File: src/logic/gbt_link_pkg.sv
// widths, filter and lock lengths, checker and link state enums for the gbt link self-test
package gbt_link_pkg;

   // ------------------------------
   // data path widths
   // ------------------------------

   // motor data word and feed counter
   localparam int FEED_W = 64;

   // error counter, saturates at all ones
   localparam int ERR_CNT_W = 8;

   // ------------------------------
   // loss of signal filtering
   // ------------------------------

   // flip-flops in the gbt_los synchronizer
   localparam int SYNC_STAGES = 2;

   // cycles a new los level must hold before link_down follows
   localparam int LOS_FILTER_LEN = 4;

   // stability counter, sized to reach LOS_FILTER_LEN
   localparam int LOS_CNT_W = $clog2(LOS_FILTER_LEN + 1);

   // ------------------------------
   // checker lock
   // ------------------------------

   // in-sequence words needed before lock
   localparam int LOCK_COUNT = 4;

   // match run counter, sized to reach LOCK_COUNT
   localparam int LOCK_CNT_W = $clog2(LOCK_COUNT + 1);

   // checker FSM
   // hunt takes every valid word as a new base
   typedef enum logic {
      st_hunt   = 1'b0,
      st_locked = 1'b1
   } check_state_t;

   // link state as seen by the monitor
   typedef enum logic [1:0] {
      st_down    = 2'd0,
      st_tx_only = 2'd1,
      st_up      = 2'd2
   } link_state_t;

endpackage
File: src/logic/feed_pattern_check.sv
// receive-side checker that locks onto the counter stream and flags sequence breaks
module feed_pattern_check (
   input  logic                            gbt_data_x,
   input  logic                            SFP_reset,
   input  logic                            link_down,
   input  logic                            rxready,
   input  logic [gbt_link_pkg::FEED_W-1:0] rx_data,
   output logic                            locked,
   output logic                            seq_error
);

   // checker FSM state
   gbt_link_pkg::check_state_t           state;
   // next word the stream should carry
   logic [gbt_link_pkg::FEED_W-1:0]      expected;
   // expected holds a real base word
   logic                                 base_valid;
   // consecutive matching words while hunting
   logic [gbt_link_pkg::LOCK_CNT_W-1:0]  match_cnt;
   // current word equals the prediction
   logic                                 word_match;

   assign word_match = base_valid && (rx_data == expected);

   // ------------------------------
   // expected word
   // ------------------------------

   // each valid word predicts its successor
   always_ff @(posedge gbt_data_x) begin
      if (rxready) begin
         expected <= rx_data + gbt_link_pkg::FEED_W'(1);
      end
   end

   // ------------------------------
   // lock FSM
   // ------------------------------

   always_ff @(posedge gbt_data_x) begin
      if (SFP_reset) begin
         state      <= gbt_link_pkg::st_hunt;
         base_valid <= 1'b0;
         match_cnt  <= '0;
         seq_error  <= 1'b0;
      end else if (link_down || !rxready) begin
         // stream gap or no signal starts the hunt over quietly
         state      <= gbt_link_pkg::st_hunt;
         base_valid <= 1'b0;
         match_cnt  <= '0;
         seq_error  <= 1'b0;
      end else begin
         // from here on rx_data is valid this cycle
         base_valid <= 1'b1;
         seq_error  <= 1'b0;
         case (state)
            gbt_link_pkg::st_hunt: begin
               if (!word_match) begin
                  // sequence broken so this word is the new base
                  match_cnt <= '0;
               end else if (match_cnt ==
                  gbt_link_pkg::LOCK_CNT_W'(gbt_link_pkg::LOCK_COUNT - 1)) begin
                  state     <= gbt_link_pkg::st_locked;
                  match_cnt <= '0;
               end else begin
                  match_cnt <= match_cnt + gbt_link_pkg::LOCK_CNT_W'(1);
               end
            end
            gbt_link_pkg::st_locked: begin
               if (!word_match) begin
                  // one pulse per break before hunting from this word
                  seq_error <= 1'b1;
                  state     <= gbt_link_pkg::st_hunt;
                  match_cnt <= '0;
               end
            end
         endcase
      end
   end

   // lock is the state itself and follows the deciding word by one cycle
   assign locked = (state == gbt_link_pkg::st_locked);

endmodule

File: config.mk
export PLATFORM = sky130hd
export DESIGN_NAME = feed_pattern_check
export DESIGN_NICKNAME = d
export VERILOG_FILES = /design/src/logic/gbt_link_pkg.sv /design/src/logic/feed_pattern_check.sv
export SDC_FILE = /design/constraint.sdc
export NUM_CORES = 1
export LEC_CHECK = 0
export BUFFER_PORTS_ARGS = -buffer_cell sky130_fd_sc_hd__buf_2
export CORE_AREA = 3 3 103 114
export CTS_CLUSTER_DIAMETER = 40
export DETAILED_ROUTE_END_ITERATION = 10
export DIE_AREA = 0 0 106 117
export SLEW_MARGIN = 20
export SYNTH_ARGS = -nofsm -noshare
export SYNTH_HDL_FRONTEND = slang
export SYNTH_SLANG_ARGS = --single-unit
File: constraint.sdc
create_clock -name gbt_data_x -period 3.4 [get_ports gbt_data_x]
set_input_delay 0.68 -clock gbt_data_x [delete_from_list [all_inputs] [get_ports gbt_data_x]]
set_output_delay 0.68 -clock gbt_data_x [all_outputs]
set_load 0.02 [all_outputs]
==> flow_summary.yaml <==
layout:
  design_area_um2: 5010
  multi_input_area_um2: 2090
  n_fill_cell: 1018
  nets: 524
  seqCellArea_um2: 2040
  n_antenna_cell: 0
  layout-drive-gt1-share_pct: 20.0
  syn_to_final_growth_pct: 18.1
synth:
  synth_top_cell_area_share_pct: 45.3
  synth_cells: 382
  synthFlopType: "edfxtp_1"
  synth_edf_count: 64
  synthArstFlopShare_pct: 0
  synth_top_area_cell: "edfxtp_1"
  yosys_warnings: 0
  syn-num-nets: 452
  avgSynthCellArea_um2: 11.1
  synth_most_common_cell: "xnor2_1"
  synth_cell_type_count: 42
  syn-cell-area_um2: 4240
  ys_seq_area_share_pct: 48.2
  synthTopCellsByArea: "edfxtp_1 45%, xnor2_1 21%, nand4_1 5.6%"
  netlist_top_cells_count: "100 x xnor2_1, 64 x edfxtp_1, 38 x nand4_1"
  ys_ff_latch: 70
floorplan:
  initial_utilization_pct: 40.2
  core_um2: 10500
  die_w_um: 106
  die_area_um2: 12400
  top_level_ports: 70
  num_rows: 39
  die_h_um: 117
sta:
  finalWorstPathRequiredPeriod_ns: 2.42
  setup_viol: 0
  clock_skew_ns: 0.00578
  slew_viol_final: 0
  min_period_over_period_pct: 71.1
  finalSetupTns_ns: 0
  hold_viol_final: 0
  rsz0062_at_grt: "no"
  tightestPinTransition_ns: 0.828
  fmax_mhz: 414
  worst_hold_slack_ns: 0.463
  slew_headroom_pct: 44.4
cts:
  cts_setup_buffers: 0
  root_buffer: "clkbuf_16"
  clock_path_buffers: 2
  path_clk_slew_ns: 0.05
  tritoncts: "yes"
  cts_hold_buf: 0
  cts.sinks: 70
  htree_levels: 3
  clk_latency_ns: 0.34
  cts_resized: 0
  cts-buffers-inserted: 9
flow_run:
  maxCapViolCount: 0
place:
  placed_cell_area_um2: 4720
  gp_routability_congestion: 0.880
  hpwl_um: 8510
  io_buffers: 69
grt:
  antenna_found_initial: 0
  grt_pass1_vias: 3045
  grt_pass1_wl_um: 16700
  grt_max_degree: 37
  grtUsageTotal_pct: 18.1
  overflow: 0
power:
  ir_drop_mv: 0.228
  power_frac_comb_pct: 12.8
  p_per_area_nw_per_um2: 446
  power_mw: 2.23
  p_leak_nw: 1.76
  switching_share_pct: 24.1
  power_switching_mw: 0.538
  pwr-share-clk_pct: 40.6
  cellInternalPower_mw: 1.70
  p_seq_share_pct: 46.6
critical_path:
  reg2reg_from: "expected[20]"
  r2r-end: "match_cnt[0]"
  critPathKind: "primary input to flop"
  cp.arrival_ns: 2.50
  cp_top_family: "simple AND/OR/NAND/NOR gates"
  end_kind: "flop"
  r2r_slack_ns: 1.40
  worst_path_most_repeated_cell: "nand4_1"
  rr_worst_depth: 5
  path_max_fanout: 13
  cp_cell_sequence: "buf_2 -> nand4_1 -> nor3_1 -> and4b_1 -> nand4_1 -> xnor2_1"
  critPathLaunchType: "primary input"
  worst_ep_required_time_ns: 3.48
  critPathBufInv: 1
  slowest_stage: "and4b_1"
  slowest_delay_ns: 0.65
routing:
  vias: 3180
  drtIter0Drc: 167
  ant_nets: 0
  wl_per_cell_um: 17.9
  viasPerCell: 5.28
  drc_errors: 0
  wirelength_um: 10800
  dr.pass1.iters: 5
min_path:
  holdPathStages: 2
  min-delay-start: "match_cnt[2]"
  hold_class: "flop to flop"
  hold_path_end: "match_cnt[2]"
run_status:
  outcome: "finished, final reports clean"
## power by group through the flow
stage               clock network, mW  logic, mW  registers, mW
floorplan                           0      0.147           1.05
global placement                    0      0.285           1.06
detailed placement                  0      0.286           1.06
CTS                             0.923      0.288           1.04
global route                    0.959      0.312           1.05
finish                          0.907      0.286           1.04
## registers in the layout, summed over array words and instances (netlist names)
name	cells
seq_error	1
base_valid	1
locked	1
match_cnt	3
expected	64
## area by class of cell
class | count | area share [%]
flip-flops and latches | 70 | 40.8
inverters | 14 | 1.05
repair buffers | 71 | 7.20
well taps | 143 | 3.57
multi-input cells | 288 | 41.8
clock inverters | 6 | 1.05
clock buffers | 10 | 4.57
## cells in the final DEF, fill, tap and decap left out, types with 5 or more instances in the layout
cell / synthesis / final
nand2b_1: 8 / 8
nand3_1: 27 / 27
xnor2_1: 100 / 100
edfxtp_1: 64 / 64
xor2_1: 15 / 15
inv_1: 14 / 14
nand2_1: 20 / 20
buf_2: 2 / 69
dfxtp_1: 6 / 6
nand4_1: 38 / 38
and3_1: 8 / 8
and4_1: 5 / 5
nor3_1: 12 / 12
clkbuf_16: 0 / 9
nor2b_1: 5 / 5
nor2_1: 12 / 12
## how the worst max path moves through the flow
stage	slack, ns	startpoint	to	cells after the start
3_3_place_gp	0.70	rx_data[2]	expected[61]	6
2_1_floorplan	1.11	rx_data[6]	expected[32]	6
6_report	0.98	rx_data[2]	expected[43]	6
5_1_grt	0.85	rx_data[2]	expected[57]	6
3_5_place_dp	0.68	rx_data[2]	expected[43]	6
4_1_cts	1.03	rx_data[2]	expected[43]	6
## per-layer routing
layer,up-vias,global-route usage (%),share of wire (%)
met5,-,0,0
met4,0,8.46,2.9
met3,20,3.35,5.7
met2,116,27.8,44
met1,1504,25.1,47
li1,1540,-,-
## tightest hold or removal path, stage by stage (launching register included)
cell and delay [ns]:
dfxtp_1 0.31, nand3_1 0.07, nor3_1 0.04
## logic make-up (layout without fill, tap and decap cells)
group / count (synthesis) / in the layout / synth area share (%)
and+or+nand+nor: 160 / 160 / 23.0
xor gates and xnor gates: 115 / 115 / 23.8
AOI/OAI and AO/OA: 11 / 11 / 1.95
buffers and inverters: 24 / 101 / 2.51
adders and majority gates: 2 / 2 / 0.590
DFF: 70 / 70 / 48.2
## metrics by stage
| stage | util [%] | std cells | worst slack (ns) |
|---|---|---|---|
| after global placement | 44.8 | 586 | 0.703 |
| after detailed placement | 44.8 | 586 | 0.679 |
| final | 47.5 | 602 | 0.984 |
| after global routing | 47.5 | 602 | 0.852 |
| after CTS | 47.5 | 602 | 1.03 |
| after floorplan | - | 382 | 1.11 |
Power figures use the tool's default switching activity.
